**src/verilog/snd_pkg.sv**
```systemverilog
package snd_pkg;

    // Sample and register widths
    localparam int SAMPLE_W = 16;
    localparam int DIV_W    = 4;
    localparam int APB_AW   = 4;
    localparam int APB_DW   = 32;

    // One enable every four clocks out of reset
    localparam logic [DIV_W-1:0] DIV_RESET = 4'd3;

    // Register byte addresses
    localparam logic [APB_AW-1:0] ADDR_CTRL   = 4'h0;
    localparam logic [APB_AW-1:0] ADDR_CLKDIV = 4'h4;

    // CTRL bit positions
    localparam int CTRL_EN_BIT     = 0;
    localparam int CTRL_SIGNED_BIT = 1;
    localparam int CTRL_STEREO_BIT = 2;

    typedef enum logic [APB_AW-1:0] {
        REG_CTRL   = ADDR_CTRL,
        REG_CLKDIV = ADDR_CLKDIV
    } snd_reg_e;

    // APB2 request, no PREADY or PSLVERR
    typedef struct packed {
        logic              psel;
        logic              penable;
        logic              pwrite;
        logic [APB_AW-1:0] paddr;
        logic [APB_DW-1:0] pwdata;
    } apb_req_t;

    typedef struct packed {
        logic             enable;
        logic             signed_in;
        logic             stereo;
        logic [DIV_W-1:0] clk_div;
    } snd_cfg_t;

    typedef struct packed {
        logic [SAMPLE_W-1:0] left;
        logic [SAMPLE_W-1:0] right;
    } snd_pair_t;

endpackage

```
**src/verilog/snd_apb_regs.sv**
```systemverilog
module snd_apb_regs (
    input  logic                        clk_dac,
    input  logic                        rst,
    input  snd_pkg::apb_req_t           apb_i,
    output logic [snd_pkg::APB_DW-1:0]  prdata_o,
    output snd_pkg::snd_cfg_t           cfg_o
);
    import snd_pkg::*;

    snd_reg_e reg_addr;
    logic     wr_en;
    snd_cfg_t cfg_q;

    // Addresses outside the enum simply miss every case item
    assign reg_addr = snd_reg_e'(apb_i.paddr);

    // Write lands in the access phase without wait states
    assign wr_en = apb_i.psel & apb_i.penable & apb_i.pwrite;

    always_ff @(posedge clk_dac or posedge rst) begin
        if (rst) begin
            cfg_q.enable    <= 1'b0;
            cfg_q.signed_in <= 1'b0;
            cfg_q.stereo    <= 1'b0;
            cfg_q.clk_div   <= DIV_RESET;
        end else if (wr_en) begin
            case (reg_addr)
                REG_CTRL: begin
                    cfg_q.enable    <= apb_i.pwdata[CTRL_EN_BIT];
                    cfg_q.signed_in <= apb_i.pwdata[CTRL_SIGNED_BIT];
                    cfg_q.stereo    <= apb_i.pwdata[CTRL_STEREO_BIT];
                end
                REG_CLKDIV: begin
                    cfg_q.clk_div <= apb_i.pwdata[DIV_W-1:0];
                end
                default: begin
                    // Unmapped address drops the write
                    cfg_q <= cfg_q;
                end
            endcase
        end
    end

    // Readback straight from the registers with unused bits zero
    always_comb begin
        prdata_o = '0;
        case (reg_addr)
            REG_CTRL: begin
                prdata_o[CTRL_EN_BIT]     = cfg_q.enable;
                prdata_o[CTRL_SIGNED_BIT] = cfg_q.signed_in;
                prdata_o[CTRL_STEREO_BIT] = cfg_q.stereo;
            end
            REG_CLKDIV: begin
                prdata_o[DIV_W-1:0] = cfg_q.clk_div;
            end
            default: begin
                prdata_o = '0;
            end
        endcase
    end

    assign cfg_o = cfg_q;

    // APB2 protocol checks on the requester side
    apb_penable_needs_psel: assert property (
        @(posedge clk_dac) disable iff (rst)
        apb_i.penable |-> apb_i.psel
    );

    // Address and direction hold from setup into access
    apb_setup_to_access_stable: assert property (
        @(posedge clk_dac) disable iff (rst)
        (apb_i.psel && !apb_i.penable) |=>
            (!apb_i.penable || ($stable(apb_i.paddr) && $stable(apb_i.pwrite)))
    );

endmodule

```
**src/verilog/snd_sample_fmt.sv**
```systemverilog
module snd_sample_fmt (
    input  logic                clk_dac,
    input  logic                rst,
    input  snd_pkg::snd_cfg_t   cfg_i,
    input  logic                cen_i,
    input  snd_pkg::snd_pair_t  raw_i,
    output snd_pkg::snd_pair_t  fmt_o
);
    import snd_pkg::*;

    snd_pair_t conv;
    snd_pair_t fmt_q;

    // Two's complement to offset binary is a flip of the MSB
    function automatic logic [SAMPLE_W-1:0] to_offset(
        input logic [SAMPLE_W-1:0] smp,
        input logic                is_signed
    );
        logic [SAMPLE_W-1:0] res;
        res = smp;
        res[SAMPLE_W-1] = smp[SAMPLE_W-1] ^ is_signed;
        return res;
    endfunction

    always_comb begin
        conv.left  = to_offset(raw_i.left, cfg_i.signed_in);
        conv.right = to_offset(raw_i.right, cfg_i.signed_in);
    end

    // Pair is taken once per modulator enable
    always_ff @(posedge clk_dac or posedge rst) begin
        if (rst) begin
            fmt_q <= '0;
        end else if (!cfg_i.enable) begin
            // Silence while the path is off
            fmt_q <= '0;
        end else if (cen_i) begin
            fmt_q <= conv;
        end
    end

    assign fmt_o = fmt_q;

endmodule

```
**src/verilog/snd_sdm_dac.sv**
```systemverilog
module snd_sdm_dac (
    input  logic                            clk_dac,
    input  logic                            rst,
    input  logic                            cen_i,
    input  logic                            clr_i,
    input  logic [snd_pkg::SAMPLE_W-1:0]    pcm_i,
    output logic                            dac_o
);
    import snd_pkg::*;

    logic [SAMPLE_W-1:0] acc_q;
    logic [SAMPLE_W:0]   sum;
    logic                dac_q;

    // First order error feedback with the carry as output bit
    assign sum = {1'b0, acc_q} + {1'b0, pcm_i};

    always_ff @(posedge clk_dac or posedge rst) begin
        if (rst) begin
            acc_q <= '0;
            dac_q <= 1'b0;
        end else if (clr_i) begin
            acc_q <= '0;
            dac_q <= 1'b0;
        end else if (cen_i) begin
            // Residue stays in the accumulator
            acc_q <= sum[SAMPLE_W-1:0];
            dac_q <= sum[SAMPLE_W];
        end
    end

    assign dac_o = dac_q;

    // Bit only moves on an update or a clear
    sdm_out_moves_on_cen: assert property (
        @(posedge clk_dac) disable iff (rst)
        $changed(dac_o) |-> ($past(cen_i) || $past(clr_i))
    );

endmodule

```
**src/verilog/snd_out_stage.sv**
```systemverilog
module snd_out_stage (
    input  logic                clk_dac,
    input  logic                rst,
    input  snd_pkg::snd_cfg_t   cfg_i,
    input  snd_pkg::snd_pair_t  fmt_i,
    output logic                cen_o,
    output logic                snd_pdm_left_o,
    output logic                snd_pdm_right_o
);
    import snd_pkg::*;

    logic [DIV_W-1:0] cnt_q;
    logic [DIV_W-1:0] div_q;
    logic             cen_q;
    logic             div_changed;
    logic             clr_left;
    logic             clr_right;
    logic             dac_left;
    logic             dac_right;

    // Divider restarts whenever a new period is loaded
    assign div_changed = (cfg_i.clk_div != div_q);

    always_ff @(posedge clk_dac or posedge rst) begin
        if (rst) begin
            cnt_q <= '0;
            div_q <= DIV_RESET;
            cen_q <= 1'b0;
        end else begin
            div_q <= cfg_i.clk_div;
            if (div_changed) begin
                cnt_q <= '0;
                cen_q <= 1'b0;
            end else if (cnt_q == div_q) begin
                cnt_q <= '0;
                cen_q <= 1'b1;
            end else begin
                cnt_q <= cnt_q + 1'b1;
                cen_q <= 1'b0;
            end
        end
    end

    assign cen_o = cen_q;

    // Right modulator idles in mono
    assign clr_left  = ~cfg_i.enable;
    assign clr_right = ~cfg_i.enable | ~cfg_i.stereo;

    snd_sdm_dac u_sdm_left (
        .clk_dac ( clk_dac      ),
        .rst     ( rst          ),
        .cen_i   ( cen_q        ),
        .clr_i   ( clr_left     ),
        .pcm_i   ( fmt_i.left   ),
        .dac_o   ( dac_left     )
    );

    snd_sdm_dac u_sdm_right (
        .clk_dac ( clk_dac      ),
        .rst     ( rst          ),
        .cen_i   ( cen_q        ),
        .clr_i   ( clr_right    ),
        .pcm_i   ( fmt_i.right  ),
        .dac_o   ( dac_right    )
    );

    // Mute is immediate, mono copies the left bit
    assign snd_pdm_left_o  = cfg_i.enable & dac_left;
    assign snd_pdm_right_o = cfg_i.enable & (cfg_i.stereo ? dac_right : dac_left);

    // Enables are single cycle pulses unless the divider is zero
    cen_single_pulse: assert property (
        @(posedge clk_dac) disable iff (rst)
        (cen_o && (cfg_i.clk_div != '0)) |=> !cen_o
    );

endmodule

```
**src/verilog/snd_dac_top.sv**
```systemverilog
module snd_dac_top (
    input  logic                        clk_dac,
    input  logic                        rst,
    input  snd_pkg::apb_req_t           apb_i,
    output logic [snd_pkg::APB_DW-1:0]  prdata_o,
    input  snd_pkg::snd_pair_t          snd_i,
    output logic                        snd_pdm_left_o,
    output logic                        snd_pdm_right_o
);
    import snd_pkg::*;

    snd_cfg_t  cfg;
    snd_pair_t fmt;
    logic      cen;

    // Register side
    snd_apb_regs u_apb_regs (
        .clk_dac  ( clk_dac  ),
        .rst      ( rst      ),
        .apb_i    ( apb_i    ),
        .prdata_o ( prdata_o ),
        .cfg_o    ( cfg      )
    );

    // Sign handling and sample latch
    snd_sample_fmt u_sample_fmt (
        .clk_dac ( clk_dac ),
        .rst     ( rst     ),
        .cfg_i   ( cfg     ),
        .cen_i   ( cen     ),
        .raw_i   ( snd_i   ),
        .fmt_o   ( fmt     )
    );

    // Enable generator and the two modulators
    snd_out_stage u_out_stage (
        .clk_dac         ( clk_dac         ),
        .rst             ( rst             ),
        .cfg_i           ( cfg             ),
        .fmt_i           ( fmt             ),
        .cen_o           ( cen             ),
        .snd_pdm_left_o  ( snd_pdm_left_o  ),
        .snd_pdm_right_o ( snd_pdm_right_o )
    );

endmodule

```
**config.mk**
```make
export PLATFORM = sky130hd
export DESIGN_NAME = snd_dac_top
export DESIGN_NICKNAME = d
export VERILOG_FILES = /design/src/verilog/snd_pkg.sv /design/src/verilog/snd_apb_regs.sv /design/src/verilog/snd_sample_fmt.sv /design/src/verilog/snd_sdm_dac.sv /design/src/verilog/snd_out_stage.sv /design/src/verilog/snd_dac_top.sv
export SDC_FILE = /design/constraint.sdc
export NUM_CORES = 1
export LEC_CHECK = 0
export CAP_MARGIN = 0
export CORE_MARGIN = 3
export CORE_UTILIZATION = 39
export DETAILED_ROUTE_END_ITERATION = 8
export DONT_BUFFER_PORTS = 1
export PLACE_DENSITY = 0.58
export SKIP_CTS_REPAIR_TIMING = 1
export SLEW_MARGIN = 20
export SYNTH_ARGS = -nofsm -noshare
export SYNTH_HDL_FRONTEND = slang
export SYNTH_SLANG_ARGS = --single-unit
export TNS_END_PERCENT = 50
```
**constraint.sdc**
```tcl
create_clock -name clk_dac -period 2.67 [get_ports clk_dac]
set_input_delay 0.267 -clock clk_dac [delete_from_list [all_inputs] [get_ports clk_dac]]
set_output_delay 0.267 -clock clk_dac [all_outputs]
set_load 0.01 [all_outputs]
```
==> results of run 1 <==
layer usage:
layer,wire length [µm],part of all wire (%),global-route usage (%)
met5,0,0,0
met4,136,1.4,4.32
met3,465,4.6,5.14
met2,4910,49,24.7
met1,4520,45,18.2
worst max-delay path, stage by stage (launching register included):
cell and delay (ns):
dfrtp_1 0.39, ha_1 0.37, a21oi_1 0.29, o21a_1 0.24
a211o_2 0.19, a21oi_1 0.09, or3_1 0.32, a32o_1 0.25
metrics by stage:
step	instance area, µm²	hold WS (ns)	util (%)
4_1_cts	5550	-0.0895	43.6
6_report	5560	0.0762	43.7
5_1_grt	5560	0.0510	43.7
2_1_floorplan	5220	0.372	-
3_5_place_dp	5190	0.286	40.8
3_3_place_gp	5190	0.280	40.8
sequential cells by signal, summed over array words and instances (netlist names), 4 cells and up:
register	cells
u_apb_regs.cfg_o	7
u_out_stage.cnt_q	4
u_out_stage.div_q	4
u_out_stage.u_sdm_left.acc_q	16
u_out_stage.u_sdm_right.acc_q	16
u_sample_fmt.fmt_o	32
worst paths after layout:
kind | from | endpoint | slack (ns)
max in group asynchronous | rst | u_apb_regs.cfg_o[0] | 1.48
worst min register to register | u_apb_regs.cfg_o[0] | u_out_stage.div_q[0] | 0.39
worst max register to register | u_sample_fmt.fmt_o[4] | u_out_stage.u_sdm_right.acc_q[13] | 0.40
worst min-delay path | apb_i[3] | u_apb_regs.cfg_o[3] | 0.08
min in group asynchronous | rst | u_out_stage.u_sdm_right.acc_q[11] | 0.48
worst max-delay path | u_sample_fmt.fmt_o[4] | u_out_stage.u_sdm_right.acc_q[13] | 0.40
final cells by class:
| cell class | instances | share of cell area, % |
|---|---|---|
| inverter | 11 | 0.765 |
| clock buffer | 10 | 4.12 |
| sequential | 82 | 37.0 |
| clock inverter | 6 | 2.34 |
| timing repair buffer | 6 | 1.08 |
| multi-input combinational | 406 | 50.8 |
| tap | 172 | 3.87 |
power groups by stage:
stage	sequential (mW)	clock (mW)	combinational (mW)
2_1_floorplan	1.40	0	0.620
5_1_grt	1.46	1.60	0.718
3_5_place_dp	1.47	0	0.644
3_3_place_gp	1.47	0	0.629
6_report	1.44	1.50	0.633
4_1_cts	1.45	1.54	0.647
cell families (layout without fill, tap and decap cells):
| family | Yosys count | count (layout) | synth area share (%) |
|---|---|---|---|
| simple gates | 152 | 152 | 15.1 |
| compound gates | 116 | 116 | 15.1 |
| flops | 82 | 82 | 40.2 |
| buf+inv | 61 | 33 | 6.62 |
| mux | 46 | 46 | 9.16 |
| fa+ha+maj | 35 | 35 | 8.84 |
| xor+xnor | 29 | 29 | 4.96 |
| other cells | 1 | 28 | 0.0732 |
cells in the mapped netlist, types with 6 or more instances:
cell type and instances:
a21o_1 9, buf_4 28, xor2_1 8, a21oi_1 32
nor3_1 7, clkbuf_1 18, o21ai_0 29, ha_1 33
nand3_1 10, xnor2_1 21, nand4_1 6, dfrtp_1 78
nand2_1 45, mux2i_1 39, mux2_2 7, inv_1 11
nor2b_1 40, a211oi_1 7, nor2_1 23
==> flow_summary.toml, run 1 <==
[floorplanning]
fp.coreArea_mm2 = 0.0127
die_y_um = 121
initial_core_util_pct = 40.3
io_pins = 107
fp.dieW_um = 121
fp-row-count = 41
die-area_mm2 = 0.0145

[cts]
clock_latency_ns = 0.34
numCtsBuffers = 9
root_buffer = "clkbuf_16"
clk_path_buf_depth = 2
cts.htree.levels = 3
cts_tree = "yes"
clk_pin_slew_ns = 0.06
cts.sinks = 82

[timing]
finalCritPeriodShare_pct = 84.9
setup_viol = 0
fin_crit_ns = 2.27
timing.setup.tns_ns = 0
maxSlewViolCount = 0
clock_skew_ns = 0.00777
max_freq_mhz = 441
rsz0062_at_grt = "false"
tightest_slew_ns = 0.689
slew_headroom_pct = 54.0
setup_slack_ns = 0.403
hold_viol = 0

[setup_path]
crit_type = "reg -> reg"
worst_r2r_path_depth = 7
cp_max_fo = 5
start_kind = "flop"
endpoint_kind = "flop"
crit_required_ns = 2.90
cp.arrival_ns = 2.49

[cells_and_area]
final.fill_count = 1266
final_nets = 624
diodes = 0
multi_input_area_mm2 = 0.00283
layout_commonest_cell = "dfrtp_1"
final_cell_mix = "dfrtp_1, nand2_1, nor2b_1"
fin_cells = 693
layout-drive-gt1-share_pct = 7.10
regArea_mm2 = 0.00206
area_growth_syn_to_layout_pct = 8.60

[global_routing]
grt_max_degree = 51
grt_usage_pct = 14.8
grt_pass1_vias = 3667
grt_pass1_wl_mm = 17.2
grt-ovfl-total = 0
antenna_found_initial = 0

[routing]
firstDrtPassIters = 4
avgViaCountPerCell = 5.19
first_iter_violations = 153
drc_errors = 0
wl_per_cell_um = 14.5
wirelength_mm = 10.0
vias = 3596
antenna_left = 0

[placed_design]
placedCellCount = 676
dp_hpwl_mm = 7.17
gp_congestion = 0.846
dpl_worst_slack_ns = 0.388
port_buffers = 0

[yosys]
synth.avg_cell_area_um2 = 9.81
synth_top_area_share_pct = 38.1
synth_cells = 522
synth-edff-count = 0
synthArstFlopShare_pct = 100
ys.warnings.count = 0
synth_seq_cells = 82
yosysSeqAreaShare_pct = 40.2
yosys-top-cells-area = "dfrtp_1, ha_1, mux2i_1"
synth.distinct_cells = 52
synth_area_mm2 = 0.00512
synth_top_area_cell = "dfrtp_1"
synth_top_flop_cell = "dfrtp_1"

[worst_hold_path]
hold_class = "in -> reg"
hold_depth = 1

[power]
internal_power_mw = 2.61
p_clk_share_pct = 41.9
p_sw_share_pct = 27.0
vdd_ir_drop_max_mv = 0.459
net-switching-power_mw = 0.965
comb_power_share_pct = 17.7
fin_total_pwr_mw = 3.57
p_leak_nw = 2.55
p_per_area_mw_per_mm2 = 643
pwr-share-seq_pct = 40.4

[flow_run]
maxCapViolations = 0

[run_status]
status = "finished, final reports clean"
Power figures use the tool's default switching activity.
==> inputs of run 2 (changes only) <==
ABC_AREA = 1   (was default)
clock period = 2.3 ns   (was 2.67 ns; I/O delays follow)
==> run 2 against run 1 <==
  * Total power down 7.8%
  * Global-route usage increased by 1.2 points
  * Synthesized cell count rose by 34%
  * Sequential share of layout area shrank 0.80 points
  * Sequential cell count did not move
  * Final cell count grew 27%
  * Critical path depth grew 4
  * Clock power down 3%
  * Non-clock buffer count is the same
  * Register-to-register slack about the same
  * Highest routed layer unchanged
==> flow_summary.toml, run 2 <==
[setup_path]
crit_required_ns = 2.53
cp_top_family = "simple AND/OR/NAND/NOR gates"
worstPathCellList = "ha_1 -> inv_1 -> fa_1 -> inv_1 -> nand3_1 -> nand3_1 -> nand3_1 -> nand3_1 -> nand2_1 -> nand3_1 -> nand2_1"
cp_max_fo = 4
crit_type = "reg -> reg"
cp_slowest_cell = "fa_1"
path_common_cell = "nand3_1"
start_kind = "flop"
cp.arrival_ns = 2.13
endpoint_kind = "flop"
cpPeakStageDelay_ns = 0.39
crit_buf_inv = 2

[yosys]
synth.avg_cell_area_um2 = 7.56
synth_top_area_share_pct = 36.9
synth_top_area_cell = "dfrtp_1"
ys.warnings.count = 0
synth_cells = 699
synth_seq_cells = 82
synth_top_flop_cell = "dfrtp_1"
synth_area_mm2 = 0.00529
synth_common_cells = "nand2_1, inv_1, dfrtp_1"
synthArstFlopShare_pct = 100
synthMostInstantiatedCell = "nand2_1"
yosysSeqAreaShare_pct = 38.9
synth.distinct_cells = 33
synth-edff-count = 0
yosys-top-cells-area = "dfrtp_1, nand2_1, ha_1"

[global_routing]
grt-ovfl-total = 0
grt_pass1_vias = 4103
grt_max_degree = 41
grt_use_met3_pct = 4.52
antenna_found_initial = 0
top_usage_layer = "met2"
grt_use_met1_pct = 21.5
grt_usage_pct = 16.0
met2_usage_pct = 24.7
grt_pass1_wl_mm = 19.1

[floorplanning]
fp-row-count = 41
die_y_um = 122
io_pins = 107
fp.dieW_um = 122
die-area_mm2 = 0.0150
initial_core_util_pct = 40.9
fp.coreArea_mm2 = 0.0129

[timing]
setup_slack_ns = 0.400
fin_crit_ns = 1.90
finalCritPeriodShare_pct = 82.6
slew_headroom_pct = 62.6
rsz0062_at_grt = "false"
timing.setup.tns_ns = 0
hold_viol = 0
clock_skew_ns = 0.00722
setup_viol = 0
tightest_slew_ns = 0.560
maxSlewViolCount = 0
max_freq_mhz = 526

[power]
p_leak_nw = 3.23
vdd_ir_drop_max_mv = 0.475
p_per_area_mw_per_mm2 = 580

[cts]
cts.sinks = 82
cts_tree = "yes"
cts.htree.levels = 3
clock_latency_ns = 0.35
clk_path_buf_depth = 2
root_buffer = "clkbuf_16"
numCtsBuffers = 9
clk_pin_slew_ns = 0.06

[cells_and_area]
layout-drive-gt1-share_pct = 5.23
multi_input_area_mm2 = 0.00265
final_nets = 812
final_cell_mix = "nand2_1, inv_1, dfrtp_1"
largest_reg_flops = 32
area_growth_syn_to_layout_pct = 7.45
final.fill_count = 1315
layout_commonest_cell = "nand2_1"
diodes = 0
regArea_mm2 = 0.00206

[routing]
first_iter_violations = 191
wl_per_cell_um = 12.8
wirelength_mm = 11.3
drc_errors = 0
antenna_left = 0
vias = 4216
firstDrtPassIters = 4
avgViaCountPerCell = 4.79

[flow_run]
maxCapViolations = 0

[placed_design]
dpl_worst_slack_ns = 0.459
port_buffers = 0
gp_congestion = 0.844
dp_hpwl_mm = 8.33

[run_status]
status = "finished, final reports clean"

[worst_hold_path]
hold_class = "in -> reg"
==> run 2: cell count changes in the layout (fill, tap and decap cells not counted), moves of 16 or more <==
cell	change
nor2_1	+16
mux2i_1	-39
inv_1	+89
nand2_1	+189
nand3_1	+34
nor2b_1	-40
a22o_1	+29
==> run 2: cell families (layout without fill, tap and decap cells) <==
kind of cell / Yosys count / count (layout) / synth area share (%)
XOR/XNOR: 13 / 13 / 2.15
AND/OR/NAND/NOR: 345 / 345 / 27.3
adder cells (fa/ha/maj): 35 / 35 / 8.57
buffers and inverters: 142 / 124 / 13.0
AO/OA/AOI/OAI: 81 / 81 / 10.1
other: 1 / 28 / 0.0709
flip-flops: 82 / 82 / 38.9
==> run 2: final cells by class <==
cell class	instances	share of cell area (%)
clock inverters	4	0.925
repair buffers	6	1.28
inverters	103	6.87
flip-flops and latches	82	36.2
clock buffers	11	4.27
well taps	172	3.79
multi-input cells	502	46.7
==> run 2: worst register-to-register path: cells and delay by family (launching register included) <==
kind,cells,cell delay [ns]
buffers and inverters,2,0.17
adders and majority gates,2,0.59
DFF,1,0.35
and+or+nand+nor,7,0.66
==> run 2: final timing paths <==
kind	start	to	slack [ns]	depth (start not counted)
setup / recovery	u_sample_fmt.fmt_o[16]	u_out_stage.u_sdm_left.acc_q[12]	0.40	11
hold / removal	apb_i[1]	u_apb_regs.cfg_o[1]	0.02	2
setup reg to reg	u_sample_fmt.fmt_o[16]	u_out_stage.u_sdm_left.acc_q[12]	0.40	11
hold reg to reg	u_apb_regs.cfg_o[0]	u_out_stage.div_q[0]	0.39	0
max in group asynchronous	rst	u_sample_fmt.fmt_o[7]	1.23	3
min in group asynchronous	rst	u_sample_fmt.fmt_o[23]	0.42	2
==> run 2: stage by stage <==
stage                     std cells  area [µm²]  hold slack (ns)  util (%)  power, mW
after CTS                       879        5670           -0.187      43.9       3.35
final                           880        5680           0.0210      44.0       3.29
after global routing            880        5680           0.0106      44.0       3.46
after floorplan                 726        5390            0.351         -       1.84
after global placement          864        5380            0.175      41.6       1.86
after detailed placement        864        5380            0.186      41.6       1.87
==> run 2: metal layers <==
layer	routed length, µm	vias to the layer above
li1	-	2178
met1	5580	1953
met2	5000	74
met3	534	11
met4	155	0
met5	0	-
==> run 2: power by group <==
part / total (mW) / switching [mW] / internal (mW)
Combinational: 0.288 / 0.193 / 0.0943
Clock: 1.45 / 0.584 / 0.864
Sequential: 1.56 / 0.0555 / 1.50
Total: 3.29 / 0.833 / 2.46
==> inputs of run 3 (changes only) <==
clock period = 1.98 ns   (was 2.3 ns; I/O delays follow)
==> run 3 against run 2 <==
  * The flow now finishes with violations (hold timing)
  * Die area stayed put
  * Critical endpoint is now u_out_stage.u_sdm_left.acc_q[8]
  * Utilization is 2.1 points higher
  * Critical path type unchanged
  * Largest cell class unchanged
  * Sequential power is 16% higher
  * Maximum frequency is 2.6% higher
==> flow_summary.toml, run 3 (synthesized netlist as in run 2, its figures left out) <==
[timing]
finalCritPeriodShare_pct = 93.5
tightest_slew_ns = 0.569
hold_viol = 1
maxSlewViolCount = 0
fin_crit_ns = 1.85
clock_skew_ns = 0.00810
setup_viol = 0
holdWs_ns = -0.00817
slew_headroom_pct = 62.0
max_freq_mhz = 540
setup_slack_ns = 0.129

[routing]
drc_errors = 0
wl_per_cell_um = 12.5
avgViaCountPerCell = 4.79
first_iter_violations = 234
vias = 4332
wirelength_mm = 11.3
firstDrtPassIters = 4
antenna_left = 0

[setup_path]
endpoint_kind = "flop"
crit_buf_inv = 2
start_kind = "flop"
worst_r2r_path_depth = 10
cp_max_fo = 4
worstPathCellList = "ha_1 -> inv_1 -> fa_1 -> inv_1 -> nand3_1 -> nand3_2 -> nand2_1 -> nand3_1 -> nor2_1 -> o21ai_0"
r2r-start = "u_sample_fmt.fmt_o[16]"
cpPeakStageDelay_ns = 0.40
cp_slowest_cell = "fa_1"
cp_num_cells = 10
crit_required_ns = 2.23
cp_top_family = "adder cells"
critPathLaunch = "u_sample_fmt.fmt_o[16]"
cp.arrival_ns = 2.11
crit_type = "reg -> reg"

[cts]
clk_path_buf_depth = 2
cts.htree.levels = 3
clock_latency_ns = 0.35
clk_pin_slew_ns = 0.06
root_buffer = "clkbuf_16"
numCtsBuffers = 9
cts_tree = "yes"
cts.sinks = 82

[placed_design]
place_area_mm2 = 0.00539
gp_congestion = 0.885
port_buffers = 0
dpl_worst_slack_ns = 0.135
dp_hpwl_mm = 8.38

[run_status]
status = "finished with violations"
violations = "hold timing"

[worst_hold_path]
hold_start = "apb_i[1]"
hold_class = "in -> reg"
hold_depth = 2

[global_routing]
grt_max_degree = 47
grt_usage_pct = 16.1
antenna_found_initial = 0
grt-ovfl-total = 0
grt_pass1_wl_mm = 19.1
grt_pass1_vias = 4133

[cells_and_area]
largest_reg_flops = 32
diodes = 0
final_core_util_pct = 46.1
stdcell_area_mm2 = 0.00595
area_growth_syn_to_layout_pct = 12.6
final_nets = 836
final_cell_mix = "nand2_1, inv_1, dfrtp_1"
final.fill_count = 1333
layout_commonest_cell = "nand2_1"
layout-drive-gt1-share_pct = 5.73

[floorplanning]
fp-row-count = 41
die_y_um = 122
io_pins = 107
die-area_mm2 = 0.0150
initial_core_util_pct = 40.9
fp.dieW_um = 122
fp.coreArea_mm2 = 0.0129

[power]
p_leak_nw = 3.37
vdd_ir_drop_max_mv = 0.588
fin_total_pwr_mw = 3.99
p_per_area_mw_per_mm2 = 670

[flow_run]
maxCapViolations = 0
## run 3: changes by cell type in the layout (fill, tap and decap cells not counted), moves of 2 or more
cell	before	now
dlygate4sd3_1	1	23
clkinv_2	0	2
clkinvlp_4	4	1
nand3_2	0	2
nand3_1	44	42
buf_4	3	5
## run 3: path summary, 6_finish.rpt
path | endpoint | slack, ns
max | u_out_stage.u_sdm_left.acc_q[8] | 0.13
min | u_apb_regs.cfg_o[1] | -0.008
max reg2reg | u_out_stage.u_sdm_left.acc_q[8] | 0.13
min reg2reg | u_out_stage.div_q[0] | 0.39
max in group asynchronous | u_apb_regs.cfg_o[0] | 0.96
min in group asynchronous | u_out_stage.u_sdm_left.acc_q[5] | 0.39
## run 3: area by class of cell
cell class | count | area, µm² | share of cell area, %
inverters | 103 | 390 | 6.56
clock inverters | 5 | 78.8 | 1.32
multi-input cells | 502 | 2660 | 44.7
repair buffers | 30 | 308 | 5.17
clock buffers | 11 | 243 | 4.08
flip-flops and latches | 82 | 2060 | 34.6
well taps | 172 | 215 | 3.61
## run 3: metrics by stage
step	hold slack, ns	TNS (ns)	instances
detailed placement	0.169	0	866
global route	0.000599	-0.0662	905
global placement	0.165	0	866
CTS	-0.202	0	882
floorplan	0.319	0	726
finish	-0.00817	0	905
## run 3: metal layers
metal	vias to the layer above	wire, µm	GRT usage [%]
met5	-	0	0
met4	0	134	4.69
met3	12	550	5.44
met2	76	5080	25.2
met1	2018	5570	21.3
li1	2226	-	-
## run 3: power by group
group | internal (mW) | switching (mW) | leakage [nW]
clock | 1.14 | 0.679 | 0.159
combinational | 0.136 | 0.230 | 2.09
sequential | 1.74 | 0.0658 | 1.12
total | 3.02 | 0.975 | 3.37
